File: config.mk
export PLATFORM = sky130hd
export DESIGN_NAME = dma_write_top
export DESIGN_NICKNAME = d
export VERILOG_FILES = /design/src/dma_pkg.sv /design/src/axi_write_master.sv /design/src/dma_regs.sv /design/src/dma_write_top.sv /design/src/transfer_controller.sv
export SDC_FILE = /design/constraint.sdc
export NUM_CORES = 1
export LEC_CHECK = 0
export ABC_CLOCK_PERIOD_IN_PS = 9840
export BUFFER_PORTS_ARGS = -buffer_cell sky130_fd_sc_hd__buf_2
export CORE_AREA = 3 3 164 166
export CTS_CLUSTER_DIAMETER = 120
export DETAILED_ROUTE_END_ITERATION = 8
export DIE_AREA = 0 0 167 169
export PLACE_DENSITY = 0.77
export SLEW_MARGIN = 40
export SYNTH_ARGS = -nofsm -noshare
export SYNTH_HDL_FRONTEND = slang
export SYNTH_HIERARCHICAL = 1
export SYNTH_SLANG_ARGS = --single-unit
File: constraint.sdc
create_clock -name clk -period 9.84 [get_ports clk]
set_input_delay 0.984 -clock clk [delete_from_list [all_inputs] [get_ports clk]]
set_output_delay 0.984 -clock clk [all_outputs]
set_load 0.01 [all_outputs]
File: src/dma_pkg.sv
package dma_pkg;

   // Bus geometry, one 32-bit word per beat
   localparam int data_w = 32;
   localparam int strb_w = data_w / 8;

   // AXI4 burst rules
   localparam int boundary_bytes = 4096;  // No burst may cross a 4 KB page
   localparam int max_beats      = 256;

   localparam logic [2:0] axi_size_word  = 3'b010;  // 4 bytes per beat
   localparam logic [1:0] axi_burst_incr = 2'b01;
   localparam logic [1:0] resp_okay      = 2'b00;

   // Wishbone word offsets
   localparam logic [1:0] reg_ctrl   = 2'd0;
   localparam logic [1:0] reg_addr   = 2'd1;
   localparam logic [1:0] reg_len    = 2'd2;
   localparam logic [1:0] reg_status = 2'd3;

   localparam int ctrl_start_bit = 0;  // Self-clearing

   // Status register layout
   localparam int status_busy_bit  = 0;
   localparam int status_done_bit  = 1;
   localparam int status_error_bit = 2;

endpackage

File: src/axi_write_master.sv
module axi_write_master #(
   parameter int addr_w = 32
) (
   input  logic                       clk,
   input  logic                       rst,
   input  logic                       start,
   input  logic [addr_w-1:0]          burst_addr,
   input  logic [7:0]                 burst_len,
   input  logic [dma_pkg::strb_w-1:0] first_strb,
   input  logic [dma_pkg::strb_w-1:0] last_strb,
   input  logic                       last_burst,
   output logic                       burst_accept,
   output logic [addr_w-1:0]          awaddr,
   output logic [7:0]                 awlen,
   output logic                       awvalid,
   input  logic                       awready,
   output logic [dma_pkg::data_w-1:0] wdata,
   output logic [dma_pkg::strb_w-1:0] wstrb,
   output logic                       wlast,
   output logic                       wvalid,
   input  logic                       wready,
   input  logic [1:0]                 bresp,
   input  logic                       bvalid,
   output logic                       bready,
   input  logic [dma_pkg::data_w-1:0] in_data,
   input  logic                       in_valid,
   output logic                       in_ready,
   output logic                       busy,
   output logic                       done,
   output logic                       error
);

   localparam int out_w = 8;   // Outstanding B responses

   // Two-entry burst queue, pushed at AW and popped by the W side
   logic [7:0]                 q_len   [2];
   logic                       q_first [2];
   logic                       q_last  [2];
   logic [dma_pkg::strb_w-1:0] q_fstrb [2];
   logic [dma_pkg::strb_w-1:0] q_lstrb [2];
   logic                       q_wr;
   logic                       q_rd;
   logic [1:0]                 q_cnt;
   logic                       q_pop;

   logic                       aw_hs;
   logic                       aw_first;   // Next AW carries the first burst
   logic                       aw_done;    // Final burst already accepted
   logic                       w_load;     // Stream word taken into the W register
   logic [7:0]                 beat_cnt;
   logic                       beat_last;
   logic [dma_pkg::strb_w-1:0] beat_strb;
   logic                       b_hs;
   logic                       b_final;
   logic [out_w-1:0]           b_out;

   assign aw_hs        = awvalid && awready;
   assign burst_accept = aw_hs;
   assign awaddr       = burst_addr;   // Registered in the controller
   assign awlen        = burst_len;

   assign bready = 1'b1;
   assign b_hs   = bvalid && bready;

   // W register refills whenever it is empty or being drained
   assign in_ready  = (q_cnt != 2'd0) && (!wvalid || wready);
   assign w_load    = in_ready && in_valid;
   assign beat_last = (beat_cnt == q_len[q_rd]);
   assign q_pop     = w_load && beat_last;

   always_comb begin
      beat_strb = '1;
      if (q_first[q_rd] && beat_cnt == 8'd0) begin
         beat_strb = beat_strb & q_fstrb[q_rd];
      end
      // Single-beat transfers take both masks
      if (q_last[q_rd] && beat_last) begin
         beat_strb = beat_strb & q_lstrb[q_rd];
      end
   end

   assign b_final = b_hs && aw_done && (b_out == out_w'(1));

   always_ff @(posedge clk or posedge rst) begin
      if (rst) begin
         awvalid  <= 1'b0;
         aw_first <= 1'b0;
         aw_done  <= 1'b0;
         q_wr     <= 1'b0;
         q_rd     <= 1'b0;
         q_cnt    <= 2'd0;
         beat_cnt <= 8'd0;
         wvalid   <= 1'b0;
         b_out    <= '0;
         busy     <= 1'b0;
         done     <= 1'b0;
         error    <= 1'b0;
      end else begin
         // AW side, one idle cycle after every handshake
         if (start) begin
            awvalid  <= 1'b1;
            aw_first <= 1'b1;
            aw_done  <= 1'b0;
         end else if (aw_hs) begin
            awvalid  <= 1'b0;
            aw_first <= 1'b0;
            if (last_burst) begin
               aw_done <= 1'b1;
            end
         end else if (busy && !awvalid && !aw_done && q_cnt != 2'd2 &&
                      b_out != {out_w{1'b1}}) begin
            awvalid <= 1'b1;
         end

         if (aw_hs) begin
            q_wr <= !q_wr;
         end
         if (q_pop) begin
            q_rd <= !q_rd;
         end
         q_cnt <= q_cnt + 2'(aw_hs) - 2'(q_pop);

         // W side
         if (w_load) begin
            wvalid   <= 1'b1;
            beat_cnt <= beat_last ? 8'd0 : beat_cnt + 8'd1;
         end else if (wready) begin
            wvalid <= 1'b0;
         end

         // B side and completion
         b_out <= b_out + out_w'(aw_hs) - out_w'(b_hs);
         done  <= b_final;
         if (start) begin
            busy <= 1'b1;
         end else if (b_final) begin
            busy <= 1'b0;
         end
         if (start) begin
            error <= 1'b0;
         end else if (b_hs && bresp != dma_pkg::resp_okay) begin
            error <= 1'b1;   // Transfer keeps running
         end
      end
   end

   always_ff @(posedge clk) begin
      if (aw_hs) begin
         q_len[q_wr]   <= burst_len;
         q_first[q_wr] <= aw_first;
         q_last[q_wr]  <= last_burst;
         q_fstrb[q_wr] <= first_strb;
         q_lstrb[q_wr] <= last_strb;
      end
      if (w_load) begin
         wdata <= in_data;
         wstrb <= beat_strb;
         wlast <= beat_last;
      end
   end

endmodule

File: src/dma_regs.sv
module dma_regs #(
   parameter int addr_w = 32,
   parameter int len_w  = 32
) (
   input  logic              clk,
   input  logic              rst,
   input  logic              wb_cyc,
   input  logic              wb_stb,
   input  logic              wb_we,
   input  logic [1:0]        wb_adr,
   input  logic [31:0]       wb_dat_w,
   output logic [31:0]       wb_dat_r,
   output logic              wb_ack,
   output logic [addr_w-1:0] xfer_addr,
   output logic [len_w-1:0]  xfer_len,
   output logic              start,
   input  logic              busy,
   input  logic              done,
   input  logic              error
);

   logic        req;        // New access, not yet acknowledged
   logic        wr;
   logic        start_req;
   logic        done_bit;   // Sticky until the next start
   logic        error_bit;
   logic [31:0] status;

   assign req = wb_cyc && wb_stb && !wb_ack;
   assign wr  = req && wb_we;

   // Start is only taken while idle
   assign start_req = wr && (wb_adr == dma_pkg::reg_ctrl) &&
                      wb_dat_w[dma_pkg::ctrl_start_bit] && !busy;

   always_comb begin
      status = '0;
      status[dma_pkg::status_busy_bit]  = busy;
      status[dma_pkg::status_done_bit]  = done_bit;
      status[dma_pkg::status_error_bit] = error_bit;
   end

   always_ff @(posedge clk or posedge rst) begin
      if (rst) begin
         wb_ack    <= 1'b0;
         start     <= 1'b0;
         done_bit  <= 1'b0;
         error_bit <= 1'b0;
      end else begin
         wb_ack <= req;
         start  <= start_req;   // Lines up with the ack of the write

         if (start) begin
            done_bit  <= 1'b0;
            error_bit <= 1'b0;
         end else begin
            if (done) begin
               done_bit <= 1'b1;
            end
            if (error) begin
               error_bit <= 1'b1;
            end
         end
      end
   end

   // Transfer setup, frozen while the engine runs
   always_ff @(posedge clk) begin
      if (wr && !busy) begin
         if (wb_adr == dma_pkg::reg_addr) begin
            xfer_addr <= addr_w'(wb_dat_w);
         end
         if (wb_adr == dma_pkg::reg_len) begin
            xfer_len <= len_w'(wb_dat_w);
         end
      end
   end

   // Read data is presented together with ack
   always_ff @(posedge clk) begin
      if (req) begin
         case (wb_adr)
            dma_pkg::reg_addr:   wb_dat_r <= 32'(xfer_addr);
            dma_pkg::reg_len:    wb_dat_r <= 32'(xfer_len);
            dma_pkg::reg_status: wb_dat_r <= status;
            default:             wb_dat_r <= '0;   // Control reads as zero
         endcase
      end
   end

endmodule

File: src/dma_write_top.sv
module dma_write_top #(
   parameter int addr_w = 32,
   parameter int len_w  = 32
) (
   input  logic                       clk,
   input  logic                       rst,
   // Wishbone configuration port
   input  logic                       wb_cyc,
   input  logic                       wb_stb,
   input  logic                       wb_we,
   input  logic [1:0]                 wb_adr,
   input  logic [31:0]                wb_dat_w,
   output logic [31:0]                wb_dat_r,
   output logic                       wb_ack,
   // Word stream in
   input  logic [dma_pkg::data_w-1:0] in_data,
   input  logic                       in_valid,
   output logic                       in_ready,
   // AXI4 write channels
   output logic [addr_w-1:0]          awaddr,
   output logic [7:0]                 awlen,
   output logic [2:0]                 awsize,
   output logic [1:0]                 awburst,
   output logic                       awvalid,
   input  logic                       awready,
   output logic [dma_pkg::data_w-1:0] wdata,
   output logic [dma_pkg::strb_w-1:0] wstrb,
   output logic                       wlast,
   output logic                       wvalid,
   input  logic                       wready,
   input  logic [1:0]                 bresp,
   input  logic                       bvalid,
   output logic                       bready,
   output logic                       done
);

   logic [addr_w-1:0]          xfer_addr;
   logic [len_w-1:0]           xfer_len;
   logic                       start;
   logic                       busy;
   logic                       error;
   logic [addr_w-1:0]          burst_addr;
   logic [7:0]                 burst_len;
   logic [dma_pkg::strb_w-1:0] first_strb;
   logic [dma_pkg::strb_w-1:0] last_strb;
   logic                       last_burst;
   logic                       burst_accept;

   // Full-word INCR bursts only
   assign awsize  = dma_pkg::axi_size_word;
   assign awburst = dma_pkg::axi_burst_incr;

   dma_regs #(
      .addr_w (addr_w),
      .len_w  (len_w)
   ) u_regs (
      .clk       (clk),
      .rst       (rst),
      .wb_cyc    (wb_cyc),
      .wb_stb    (wb_stb),
      .wb_we     (wb_we),
      .wb_adr    (wb_adr),
      .wb_dat_w  (wb_dat_w),
      .wb_dat_r  (wb_dat_r),
      .wb_ack    (wb_ack),
      .xfer_addr (xfer_addr),
      .xfer_len  (xfer_len),
      .start     (start),
      .busy      (busy),
      .done      (done),
      .error     (error)
   );

   transfer_controller #(
      .addr_w (addr_w),
      .len_w  (len_w)
   ) u_ctrl (
      .clk          (clk),
      .rst          (rst),
      .start        (start),
      .xfer_addr    (xfer_addr),
      .xfer_len     (xfer_len),
      .burst_accept (burst_accept),
      .burst_addr   (burst_addr),
      .burst_len    (burst_len),
      .first_strb   (first_strb),
      .last_strb    (last_strb),
      .last_burst   (last_burst)
   );

   axi_write_master #(
      .addr_w (addr_w)
   ) u_master (
      .clk          (clk),
      .rst          (rst),
      .start        (start),
      .burst_addr   (burst_addr),
      .burst_len    (burst_len),
      .first_strb   (first_strb),
      .last_strb    (last_strb),
      .last_burst   (last_burst),
      .burst_accept (burst_accept),
      .awaddr       (awaddr),
      .awlen        (awlen),
      .awvalid      (awvalid),
      .awready      (awready),
      .wdata        (wdata),
      .wstrb        (wstrb),
      .wlast        (wlast),
      .wvalid       (wvalid),
      .wready       (wready),
      .bresp        (bresp),
      .bvalid       (bvalid),
      .bready       (bready),
      .in_data      (in_data),
      .in_valid     (in_valid),
      .in_ready     (in_ready),
      .busy         (busy),
      .done         (done),
      .error        (error)
   );

endmodule

File: src/transfer_controller.sv
module transfer_controller #(
   parameter int addr_w = 32,
   parameter int len_w  = 32
) (
   input  logic                       clk,
   input  logic                       rst,
   input  logic                       start,
   input  logic [addr_w-1:0]          xfer_addr,   // Held while busy
   input  logic [len_w-1:0]           xfer_len,    // Bytes, held while busy
   input  logic                       burst_accept,
   output logic [addr_w-1:0]          burst_addr,
   output logic [7:0]                 burst_len,   // Beats minus one
   output logic [dma_pkg::strb_w-1:0] first_strb,
   output logic [dma_pkg::strb_w-1:0] last_strb,
   output logic                       last_burst
);

   localparam int page_w = $clog2(dma_pkg::boundary_bytes);
   localparam int span_w = page_w + 1;                 // Holds a full page count
   localparam int lane_w = $clog2(dma_pkg::strb_w);

   logic [len_w-1:0]  remain;    // Bytes not yet covered by an accepted burst
   logic              first;     // Next burst is the first of the transfer
   logic [span_w-1:0] lead;      // Empty lanes ahead of the first byte
   logic [span_w-1:0] to_bound;
   logic [span_w-1:0] to_limit;
   logic [span_w-1:0] cap;
   logic [len_w-1:0]  size;      // Data bytes carried by this burst
   logic [len_w-1:0]  span_end;
   logic [lane_w-1:0] end_lane;

   always_comb begin
      // Only the first burst starts off a word boundary
      lead = first ? span_w'(xfer_addr[lane_w-1:0]) : '0;

      // Room left in the current page, measured from this burst's address
      to_bound = span_w'(dma_pkg::boundary_bytes) - span_w'(burst_addr[page_w-1:0]) - lead;
      to_limit = span_w'(dma_pkg::max_beats * dma_pkg::strb_w) - lead;

      cap  = (to_bound < to_limit) ? to_bound : to_limit;
      size = (remain < len_w'(cap)) ? remain : len_w'(cap);

      last_burst = (size == remain);

      // Beat count includes the lanes spilled by a misaligned start
      span_end  = len_w'(lead) + size - len_w'(1);
      burst_len = 8'(span_end >> lane_w);
   end

   // Strobes depend only on the transfer, not on the burst
   always_comb begin
      first_strb = {dma_pkg::strb_w{1'b1}} << xfer_addr[lane_w-1:0];

      // Lane holding the final byte of the transfer
      end_lane  = xfer_addr[lane_w-1:0] + xfer_len[lane_w-1:0] - lane_w'(1);
      last_strb = ~({dma_pkg::strb_w{1'b1}} << end_lane << 1);
   end

   always_ff @(posedge clk or posedge rst) begin
      if (rst) begin
         remain <= '0;
         first  <= 1'b0;
      end else if (start) begin
         remain <= xfer_len;
         first  <= 1'b1;
      end else if (burst_accept) begin
         remain <= remain - size;
         first  <= 1'b0;
      end
   end

   // Next burst address follows the beats just issued
   always_ff @(posedge clk) begin
      if (start) begin
         burst_addr <= {xfer_addr[addr_w-1:lane_w], {lane_w{1'b0}}};
      end else if (burst_accept) begin
         burst_addr <= burst_addr + ((addr_w'(burst_len) + addr_w'(1)) << lane_w);
      end
   end

endmodule

# [After elaboration in Yosys (flattened, before gate mapping)]
# Memories as Yosys holds them, arrays and structs flattened.
# Cells that the tools add are included.
# W data, S select, Z words.
[word_totals] in_bits=77 mem_count=5 latch_bits=0 romBits=0 wordCells=133 ram_bits=36 output_inout_bits=120 ff_bits=228
[classes] n_bitwise=2 n_div=0 n_shift=2 reduce_logical=43 order_cmp=2 eq_ne=8 n_mux=31 multipliers=0 add_sub_neg=15
[memory_table] memory="u_master.q_len" depth=2 word_bits=8 read_ports=1 rd_clocked_by_memory_dff=0 write_ports=1 line_no="axi_write_master.sv:36" text="logic [7:0] q_len [2];"
[memory_table] memory="u_master.q_fstrb" depth=2 word_bits=4 read_ports=1 rd_clocked_by_memory_dff=0 write_ports=1 line_no="axi_write_master.sv:39" text="logic [dma_pkg::strb_w-1:0] q_fstrb [2];"
[memory_table] memory="u_master.q_lstrb" depth=2 word_bits=4 read_ports=1 rd_clocked_by_memory_dff=0 write_ports=1 line_no="axi_write_master.sv:40" text="logic [dma_pkg::strb_w-1:0] q_lstrb [2];"
[memory_table] memory="u_master.q_first" depth=2 word_bits=1 read_ports=1 rd_clocked_by_memory_dff=0 write_ports=1 line_no="axi_write_master.sv:37" text="logic q_first [2];"
[memory_table] memory="u_master.q_last" depth=2 word_bits=1 read_ports=1 rd_clocked_by_memory_dff=0 write_ports=1 line_no="axi_write_master.sv:38" text="logic q_last [2];"
[ops] operator="$mux W32" n=5
[ops] operator="$pmux W32 S3" n=1
[ops] operator="$add A32 B32 Y32" n=1
[ops] operator="$eq A32 B32 Y1" n=1
[ops] operator="$lt A32 B13 Y1" n=1
[ops] operator="$sub A32 B32 Y32" n=1
[ops] operator="$logic_and A1 B1 Y1" n=20
[ops] operator="$mux W1" n=20
[ops] operator="$reduce_bool A2 Y1" n=9
[ops] operator="$lt A13 B13 Y1" n=1
[ops] operator="$mux W13" n=1
[ops] operator="$sub A11 B13 Y13 const A" n=1
[ops] operator="$sub A13 B12 Y13 const A" n=1
[ops] operator="$sub A13 B13 Y13" n=1
[ops] operator="$add A10 B10 Y10" n=1
[ops] operator="$sub A10 B1 Y10 const B" n=1
[ops] operator="$add A8 B1 Y9 const B" n=1
[ops] operator="$add A8 B1 Y8" n=1
[ops] operator="$add A8 B1 Y8 const B" n=1
[ops] operator="$eq A8 B1 Y1 const B" n=1
[ops] operator="$eq A8 B8 Y1" n=1
[ops] operator="$logic_not A8 Y1" n=1
[ops] operator="$mux W4" n=2
[ops] operator="$mux W8" n=1
[ops] operator="19 further kinds" n=28

# [Logic depth before layout (Yosys ltp)]
# Gate-level depths: netlist of the first run.
[logic_depth] ltp_word=12 depth_mapped=48 depth_no_buf=44

# [Modules after synthesis]
# The synthesis of the first run kept the hierarchy.
[by_module_without_submodules] module="transfer_controller" cells_each=741 instances=1 seq_area_each_um2=1726.7 area_per_inst_um2=6328.6
[by_module_without_submodules] module="axi_write_master" cells_each=298 instances=1 seq_area_each_um2=2867.8 area_per_inst_um2=4342.9
[by_module_without_submodules] module="dma_regs" cells_each=158 instances=1 seq_area_each_um2=2982.9 area_per_inst_um2=3455.8
[by_module_without_submodules] module="dma_write_top" cells_each=7 instances=1 seq_area_each_um2=0.0 area_per_inst_um2=45.0

# [Worst setup path before layout of the first run]
# OpenSTA, ideal clock, no wires.
[synth_timing] path_type="flip-flop to flip-flop" from="reg u_regs.xfer_addr[0]" to="reg u_ctrl.burst_addr[20] (data pin)" path_slack_ps=1072 period_less_slack_ps=8768 setup_ps=267 arrival_time_ps=8502 path_stages_with_launch=45 t_required_ps=9573 path_cell_list="edfxtp_1 > nand2_1 > ha_1 > buf_6 > inv_1 > ha_1 > o21bai_1 > a221oi_2 > nor2_2 > xnor2_1 > ha_1 > o21ai_0 > nand2b_1 > a21oi_1 > a31oi_1 > nor2_1 > and2_4 > buf_6 > [... 9 more ...] > nor2_1 > a21oi_1 > ha_1 > nor2_1 > fa_1 > a21o_1 > a21oi_1 > xnor2_1 > nand2_1 > or3b_1 > xnor2_1 > ha_1 > a21oi_1 > o21bai_1 > a41oi_1 > nor3_1 > xnor2_1 > o21ai_0"
[synth_via] elab_chain_cells=12 word_cells_on_any_way=13 cone_classes="6 x add/sub; 2 x order compare; 5 x mux"
[synth_lines] element="start, declared" line_no="dma_regs.sv:14" text="output logic [addr_w-1:0] xfer_addr,"
[synth_lines] element="start signal, assigned" line_no="dma_regs.sv:71" text="xfer_addr <= addr_w'(wb_dat_w);"
[synth_lines] element="$mux W2 *" line_no="transfer_controller.sv:34" text="lead = first ? span_w'(xfer_addr[lane_w-1:0]) : '0;"
[synth_lines] element="$sub A13 B13 Y13 / $sub A11 B13 Y13 (equally long branches)" line_no="transfer_controller.sv:37, transfer_controller.sv:38"
[synth_lines] element="$lt A13 B13 Y1" line_no="transfer_controller.sv:40" text="cap = (to_bound < to_limit) ? to_bound : to_limit;"
[synth_lines] element="$mux W13" line_no="transfer_controller.sv:40"
[synth_lines] element="$lt A32 B13 Y1" line_no="transfer_controller.sv:41" text="size = (remain < len_w'(cap)) ? remain : len_w'(cap);"
[synth_lines] element="$mux W32" line_no="transfer_controller.sv:41"
[synth_lines] element="$add A10 B10 Y10 *" line_no="transfer_controller.sv:46" text="span_end = len_w'(lead) + size - len_w'(1);"
[synth_lines] element="$sub A10 B1 Y10 *" line_no="transfer_controller.sv:46"
[synth_lines] element="via burst_len[3]" line_no="dma_write_top.sv:43" text="logic [7:0] burst_len;"
[synth_lines] element="$add A8 B1 Y9 *" line_no="transfer_controller.sv:77" text="burst_addr <= burst_addr + ((addr_w'(burst_len) + addr_w'(1)) << lane_w);"
[synth_lines] element="$add A32 B32 Y32 *" line_no="transfer_controller.sv:77"
[synth_lines] element="$mux W32 *" line_no="transfer_controller.sv:76" text="end else if (burst_accept) begin"
[synth_lines] element="$mux W32 *" line_no="transfer_controller.sv:74" text="if (start) begin"
[synth_lines] element="end signal, assigned" line_no="transfer_controller.sv:75" text="burst_addr <= {xfer_addr[addr_w-1:lane_w], {lane_w{1'b0}}};"
[synth_lines] element="end signal, assigned" line_no="transfer_controller.sv:77"
[synth_lines] element="end, declared" line_no="transfer_controller.sv:11" text="output logic [addr_w-1:0] burst_addr,"
# Mark *: on every way through the listed nets, which the timed path passes. The rest lies on a longest branch. The select of a mux whose other input is x is not followed.
# A chain may end at the register's enable or synchronous reset.

# [Final worst setup path of the first run]
[layout_timing] from="reg u_regs.xfer_addr[0]" to="reg u_ctrl.burst_addr[26] (data pin)"
[layout_via] elab_chain_cells=12 word_cells_on_any_way=13 cone_classes="6 x add/sub; 2 x order compare; 5 x mux"
[layout_lines] element="$mux W2 *" line_no="transfer_controller.sv:34"
[layout_lines] element="$sub A13 B13 Y13 / $sub A11 B13 Y13 (equally long branches)" line_no="transfer_controller.sv:37, transfer_controller.sv:38"
[layout_lines] element="$lt A13 B13 Y1" line_no="transfer_controller.sv:40"
[layout_lines] element="$mux W13" line_no="transfer_controller.sv:40"
[layout_lines] element="$lt A32 B13 Y1" line_no="transfer_controller.sv:41"
[layout_lines] element="$mux W32" line_no="transfer_controller.sv:41"
[layout_lines] element="$add A10 B10 Y10 *" line_no="transfer_controller.sv:46"
[layout_lines] element="$sub A10 B1 Y10 *" line_no="transfer_controller.sv:46"
[layout_lines] element="$add A8 B1 Y9 *" line_no="transfer_controller.sv:77"
[layout_lines] element="$add A32 B32 Y32 *" line_no="transfer_controller.sv:77"
[layout_lines] element="$mux W32 *" line_no="transfer_controller.sv:76"
[layout_lines] element="$mux W32 *" line_no="transfer_controller.sv:74"
# Every way passes the cells marked *; elsewhere a longest branch is shown, timed or not. The select of a mux whose other input is x is not followed.

==> impl_metrics.tcl, run 1 <==
set metrics [dict create \
    worst_r2r_startpoint "u_regs/xfer_addr[0]" \
    clock-root-buffer "clkbuf_16" \
    grt_pass1_vias 9597 \
    grt_overflow 0 \
    clk_path_buf_depth 3 \
    critPathMaxFanout 23 \
    worst_pin_slew_ns 0.7897 \
    grt_pass1_wl_mm 49.57 \
    cts_sinks 263 \
    ant_nets 0 \
    die_height_um 169 \
    num_io_pins 197 \
    rr_endpoint "u_ctrl/burst_addr[26]" \
    hp-class "input port to asynchronous set/reset pin" \
    antenna_found_initial 1 \
    syn_avg_cell_area_um2 11.77 \
    antenna_cells 0 \
    min_period_over_period 0.9321 \
    routed_wirelength_mm 30.86 \
    final_cell_count_no_fill 1714 \
    synthesis.area_um2 14170 \
    postCtsSetupBuffers 0 \
    yosysWarnings 6 \
    fin_util 0.6233 \
    dp_hpwl_mm 22.16 \
    nFillCells 2024 \
    dp_cells 1662 \
    start_util 0.5501 \
    skew_ns 0.02094 \
    synth_ff_type "edfxtp_1" \
    cpMaxStageDelayCell "edfxtp_1" \
    fin_nets 1522 \
    dieArea_um2 28220 \
    final_max_slew_viol_count 0 \
    fin_crit_ns 9.172 \
    gp_congestion 0.8881 \
    worst-r2r-setup-slack_ns 0.67 \
    dieWidth_um 167 \
    status "completed" \
    worst_setup_path_end_kind "flip-flop" \
    viasPerCell 5.578 \
    wl_per_cell_um 18.00 \
    grt_usage 0.2144 \
    fmax_ghz 0.1090 \
    htreeDepth 1 \
    drc 0 \
    arrival_ns 9.42 \
    clkTransAtPathRegs_ns 0.06 \
    async_reset_ff_frac 0.2433 \
    grt_start_max_net_pins 117 \
    regArea_um2 7582 \
    routed-via-count 9560 \
    rows 59 \
    dr.pass1.iters 5 \
    ys_seq_elements 263 \
    ys_seq_area_frac 0.5347 \
    synth.distinct_cells 85 \
    io_buffers 188 \
    cp-start-kind "flip-flop" \
    max_slew_margin 0.4687 \
    drt_iter0_drc 649 \
    tritoncts "built" \
    slowest_delay_ns 0.43 \
    core_um2 25760 \
    finalSetupTns_ns 0 \
    numCtsBuffers 28 \
    max-cap-violations 0 \
    crit_top_cell "ha_1" \
    synthCells 1204 \
    synth_edf_count 199 \
    clkLatencyLatePin_ns 0.54 \
    r2r_cells 42 \
    setup_viol 0 \
    finalHoldViolCount 0 \
    crit_type "flip-flop to flip-flop" \
    area_growth_pct 13.31 \
    drive_gt1_frac 0.2212 \
    cp.required_ns 10.08 \
    multi_input_area_um2 5818 \
]
-- Yosys cell counts (5+ instances only) --
master,instances,area [um2]
edfxtp_1,199,5976
nand2_1,104,390.4
ha_1,84,1051
inv_1,72,270.3
o21ai_0,65,325.3
dfrtp_1,64,1602
xnor2_1,56,490.5
buf_4,52,390.4
nor2_1,51,191.4
a21oi_1,45,225.2
a22o_1,38,332.8
mux2i_1,30,300.3
xor2_1,30,262.8
nand3_1,23,115.1
nor2b_1,20,125.1
nor3_1,20,100.1
and3_1,19,118.9
a21o_1,16,120.1
clkbuf_1,14,52.55
mux2_2,11,123.9
nand2b_1,10,62.56
nor4_1,10,62.56
buf_6,9,101.4
nand4_1,9,56.30
o21ai_1,9,45.04
a22oi_1,7,52.55
o21a_1,7,52.55
or3_1,7,43.79
o21bai_1,6,45.04
o31ai_1,6,45.04
a211oi_1,5,37.54
buf_1,5,18.77
conb_1,5,18.77
o2111ai_1,5,43.79
-- worst max path at each step --
stage | slack, ns | cells past startpoint | end | startpoint
2_1_floorplan | 1.07 | 44 | u_ctrl/burst_addr[20] | u_regs/xfer_addr[0]
3_3_place_gp | 0.55 | 38 | u_ctrl/burst_addr[29] | u_regs/xfer_addr[0]
3_5_place_dp | 0.29 | 41 | u_ctrl/burst_addr[29] | u_regs/xfer_addr[0]
4_1_cts | 0.26 | 38 | u_ctrl/burst_addr[29] | u_regs/xfer_addr[0]
5_1_grt | -0.02 | 42 | u_ctrl/burst_addr[17] | u_regs/xfer_addr[0]
6_report | 0.67 | 42 | u_ctrl/burst_addr[26] | u_regs/xfer_addr[0]
-- metal layers --
layer	vias up	wire, um	track usage	part of all wire
met5	-	7	0	0.00023
met4	2	490	0.04699	0.016
met3	42	1629	0.03573	0.053
met2	260	15180	0.3701	0.49
met1	4614	13550	0.2882	0.44
li1	4642	-	-	-
-- cell families (layout without fill, tap and decap cells) --
family                   after synthesis  in the layout  share of synthesized area
AO/OA/AOI/OAI                        256            256                     0.1262
XOR/XNOR                              87             87                    0.05430
adder cells (fa/ha/maj)               88             88                    0.07981
buffers and inverters                158            326                    0.06242
flip-flops                           263            263                     0.5347
multiplexers                          46             46                    0.03496
other                                  5             12                   0.001324
AND/OR/NAND/NOR                      301            301                     0.1063
-- area by class of cell --
class | instances | area share
clock buffer | 40 | 0.04963
clock inverter | 12 | 0.007791
inverter | 74 | 0.01737
multi-input combinational | 790 | 0.3623
sequential | 263 | 0.4721
tap | 335 | 0.02610
timing repair buffer | 200 | 0.06467
-- timing repair --
item / 4_1_cts / 5_1_grt
hold buffers: 0 / 0
setup endpoints to repair: 0 / 20
gates resized for setup: 0 / 13
-- placed cells by master, fill, tap and decap left out, drive strengths merged, types with 9 or more instances in the layout --
| cell | n |
|---|---|
| a21o | 17 |
| a21oi | 46 |
| a22o | 38 |
| and3 | 19 |
| buf | 200 |
| clkbuf | 40 |
| clkinv | 9 |
| conb | 12 |
| dfrtp | 64 |
| edfxtp | 199 |
| ha | 84 |
| inv | 73 |
| mux2 | 16 |
| mux2i | 30 |
| nand2 | 104 |
| nand2b | 10 |
| nand3 | 23 |
| nand4 | 10 |
| nor2 | 53 |
| nor2b | 21 |
| nor3 | 21 |
| nor4 | 12 |
| o21ai | 77 |
| xnor2 | 56 |
| xor2 | 31 |
-- through the flow --
step	cell area (um2)	setup slack (ns)	hold slack, ns
after global routing	16060	-0.02145	0.3682
after detailed placement	15070	0.2896	0.4837
after floorplan	14200	1.072	0.4428
after CTS	15990	0.2603	0.3639
after global placement	15060	0.5468	0.4710
final	16060	0.6679	0.3760
-- state kept, by name, indices dropped and copies added (netlist names), 16 cells and up --
signal,cells
u_regs/xfer_addr,32
u_regs/xfer_len,32
u_master/wdata,32
u_master/q_len,16
u_ctrl/burst_addr,30
u_regs/wb_dat_r,32
u_ctrl/remain,32
-- worst max-delay path: cells and delay by family (launching register included) --
kind                     cells  cell delay [ns]
AO/OA/AOI/OAI               17             3.30
XOR/XNOR                     3             0.63
adder cells (fa/ha/maj)      5             1.48
buffers and inverters        5             0.89
flip-flops                   1             0.43
multiplexers                 2             0.67
AND/OR/NAND/NOR             10             1.47
Power of run 1 is not shown: default switching activity piles up to over one toggle a cycle in this logic, so the estimate is an artifact.
==> run 2: changes to the inputs <==
--- a/config.mk
+++ b/config.mk
@@ -11,7 +11,7 @@
 export CTS_CLUSTER_DIAMETER = 120
 export DETAILED_ROUTE_END_ITERATION = 8
 export DIE_AREA = 0 0 167 169
-export PLACE_DENSITY = 0.77
+export PLACE_DENSITY = 0.73
 export SLEW_MARGIN = 40
 export SYNTH_ARGS = -nofsm -noshare
 export SYNTH_HDL_FRONTEND = slang
==> impl_metrics.tcl, run 2 (synthesized netlist as in run 1, its figures left out) <==
set metrics [dict create \
    core_um2 25760 \
    drc 0 \
    rows 59 \
    path_delay_family "compound AO/OA/AOI/OAI gates" \
    fin_hold_ws_ns 0.3504 \
    viasPerCell 5.602 \
    final_cell_mix "199 x edfxtp_1, 188 x buf_2, 104 x nand2_1" \
    dr.pass1.iters 5 \
    max_slew_margin 0.4795 \
    grt_usage 0.2113 \
    cp.depth 40 \
    wl_per_cell_um 17.91 \
    antenna_cells 0 \
    min_period_over_period 0.9287 \
    drt_iter0_drc 627 \
    numCtsBuffers 27 \
    fin_crit_ns 9.138 \
    clk_path_buf_depth 3 \
    skew_ns 0.009841 \
    max-cap-violations 0 \
    routed_wirelength_mm 30.68 \
    routed-via-count 9596 \
    finalHoldViolCount 0 \
    path_buf_inv 2 \
    drive_gt1_frac 0.2141 \
    dp_hpwl_mm 21.81 \
    grt_pass1_vias 9480 \
    status "completed" \
    ant_nets 0 \
    critPathMaxFanout 15 \
    clkLatencyLatePin_ns 0.54 \
    place_area_um2 15080 \
    clock-root-buffer "clkbuf_16" \
    hp-class "input port to asynchronous set/reset pin" \
    dieWidth_um 167 \
    slowest_delay_ns 0.45 \
    cp.required_ns 10.09 \
    finalSetupTns_ns 0 \
    area_growth_pct 12.53 \
    fin_nets 1522 \
    grt_overflow 0 \
    worst_r2r_startpoint "u_regs/xfer_addr[0]" \
    arrival_ns 9.39 \
    crit_type "flip-flop to flip-flop" \
    ctsHoldBuffers 0 \
    worst_setup_path_end_kind "flip-flop" \
    setup_viol 0 \
    final_max_slew_viol_count 0 \
    start_util 0.5501 \
    final_common_cell "edfxtp_1" \
    num_io_pins 197 \
    worst_pin_slew_ns 0.7736 \
    cpMaxStageDelayCell "fa_1" \
    cp-start-kind "flip-flop" \
    clkTransAtPathRegs_ns 0.06 \
    grt_pass1_wl_mm 49.00 \
    rsz0062_at_grt "false" \
    die_height_um 169 \
    tritoncts "built" \
    cts_sinks 263 \
    fmax_ghz 0.1094 \
    htreeDepth 1 \
    crit_top_cell "a21oi_1" \
    rr_endpoint "u_ctrl/burst_addr[17]" \
    io_buffers 188 \
    stdcell_area_um2 15950 \
    r2r_cells 40 \
    grt_start_max_net_pins 116 \
    antenna_found_initial 1 \
    worst-r2r-setup-slack_ns 0.70 \
    dieArea_um2 28220 \
    gp_congestion 0.8863 \
]
run 2: changes by cell type in the layout (fill, tap and decap cells not counted), moves of 2 or more:
cell / before / now
bufinv_16: 2 / 0
inv_6: 0 / 2
clkbuf_16: 29 / 27
clkinv_1: 1 / 6
clkinv_2: 5 / 2
a21oi_1: 42 / 44
a21oi_2: 3 / 1
clkinv_4: 3 / 1
run 2: final cells by class:
| type | count | area (um2) |
|---|---|---|
| Clock buffer | 38 | 757.0 |
| Clock inverter | 12 | 66.31 |
| Fill cell | 2043 | 9816 |
| Inverter | 74 | 280.3 |
| Multi-Input combinational cell | 790 | 5797 |
| Sequential cell | 263 | 7582 |
| Tap cell | 335 | 419.2 |
| Timing Repair Buffer | 201 | 1046 |
run 2: timing repair:
item,4_1_cts,5_1_grt
setup buffers,0,0
endpoints found under the setup margin,0,20
gates resized for setup,0,8
run 2: stage by stage:
step                std cells  setup slack, ns  utilization
floorplan                1211            1.072            -
global placement         1663           0.4467       0.5849
detailed placement       1663           0.4138       0.5854
CTS                      1713           0.3904       0.6173
global route             1713          0.03257       0.6190
finish                   1713           0.7019       0.6190
run 2: worst max path at each step:
| stage | start | end | slack, ns |
|---|---|---|---|
| floorplan | u_regs/xfer_addr[0] | u_ctrl/burst_addr[20] | 1.07 |
| global placement | u_regs/xfer_addr[0] | u_ctrl/burst_addr[29] | 0.45 |
| CTS | u_regs/xfer_addr[0] | u_ctrl/burst_addr[29] | 0.39 |
| finish | u_regs/xfer_addr[0] | u_ctrl/burst_addr[17] | 0.70 |
| detailed placement | u_regs/xfer_addr[0] | u_ctrl/burst_addr[31] | 0.41 |
| global route | u_regs/xfer_addr[0] | u_ctrl/burst_addr[14] | 0.03 |
run 2: routing by layer:
layer | wire length [um] | track usage
met5 | 14 | 0
met4 | 590 | 0.05308
met3 | 1684 | 0.03129
met2 | 14930 | 0.3593
met1 | 13470 | 0.2883
Power of run 2 is left out for the same reason.
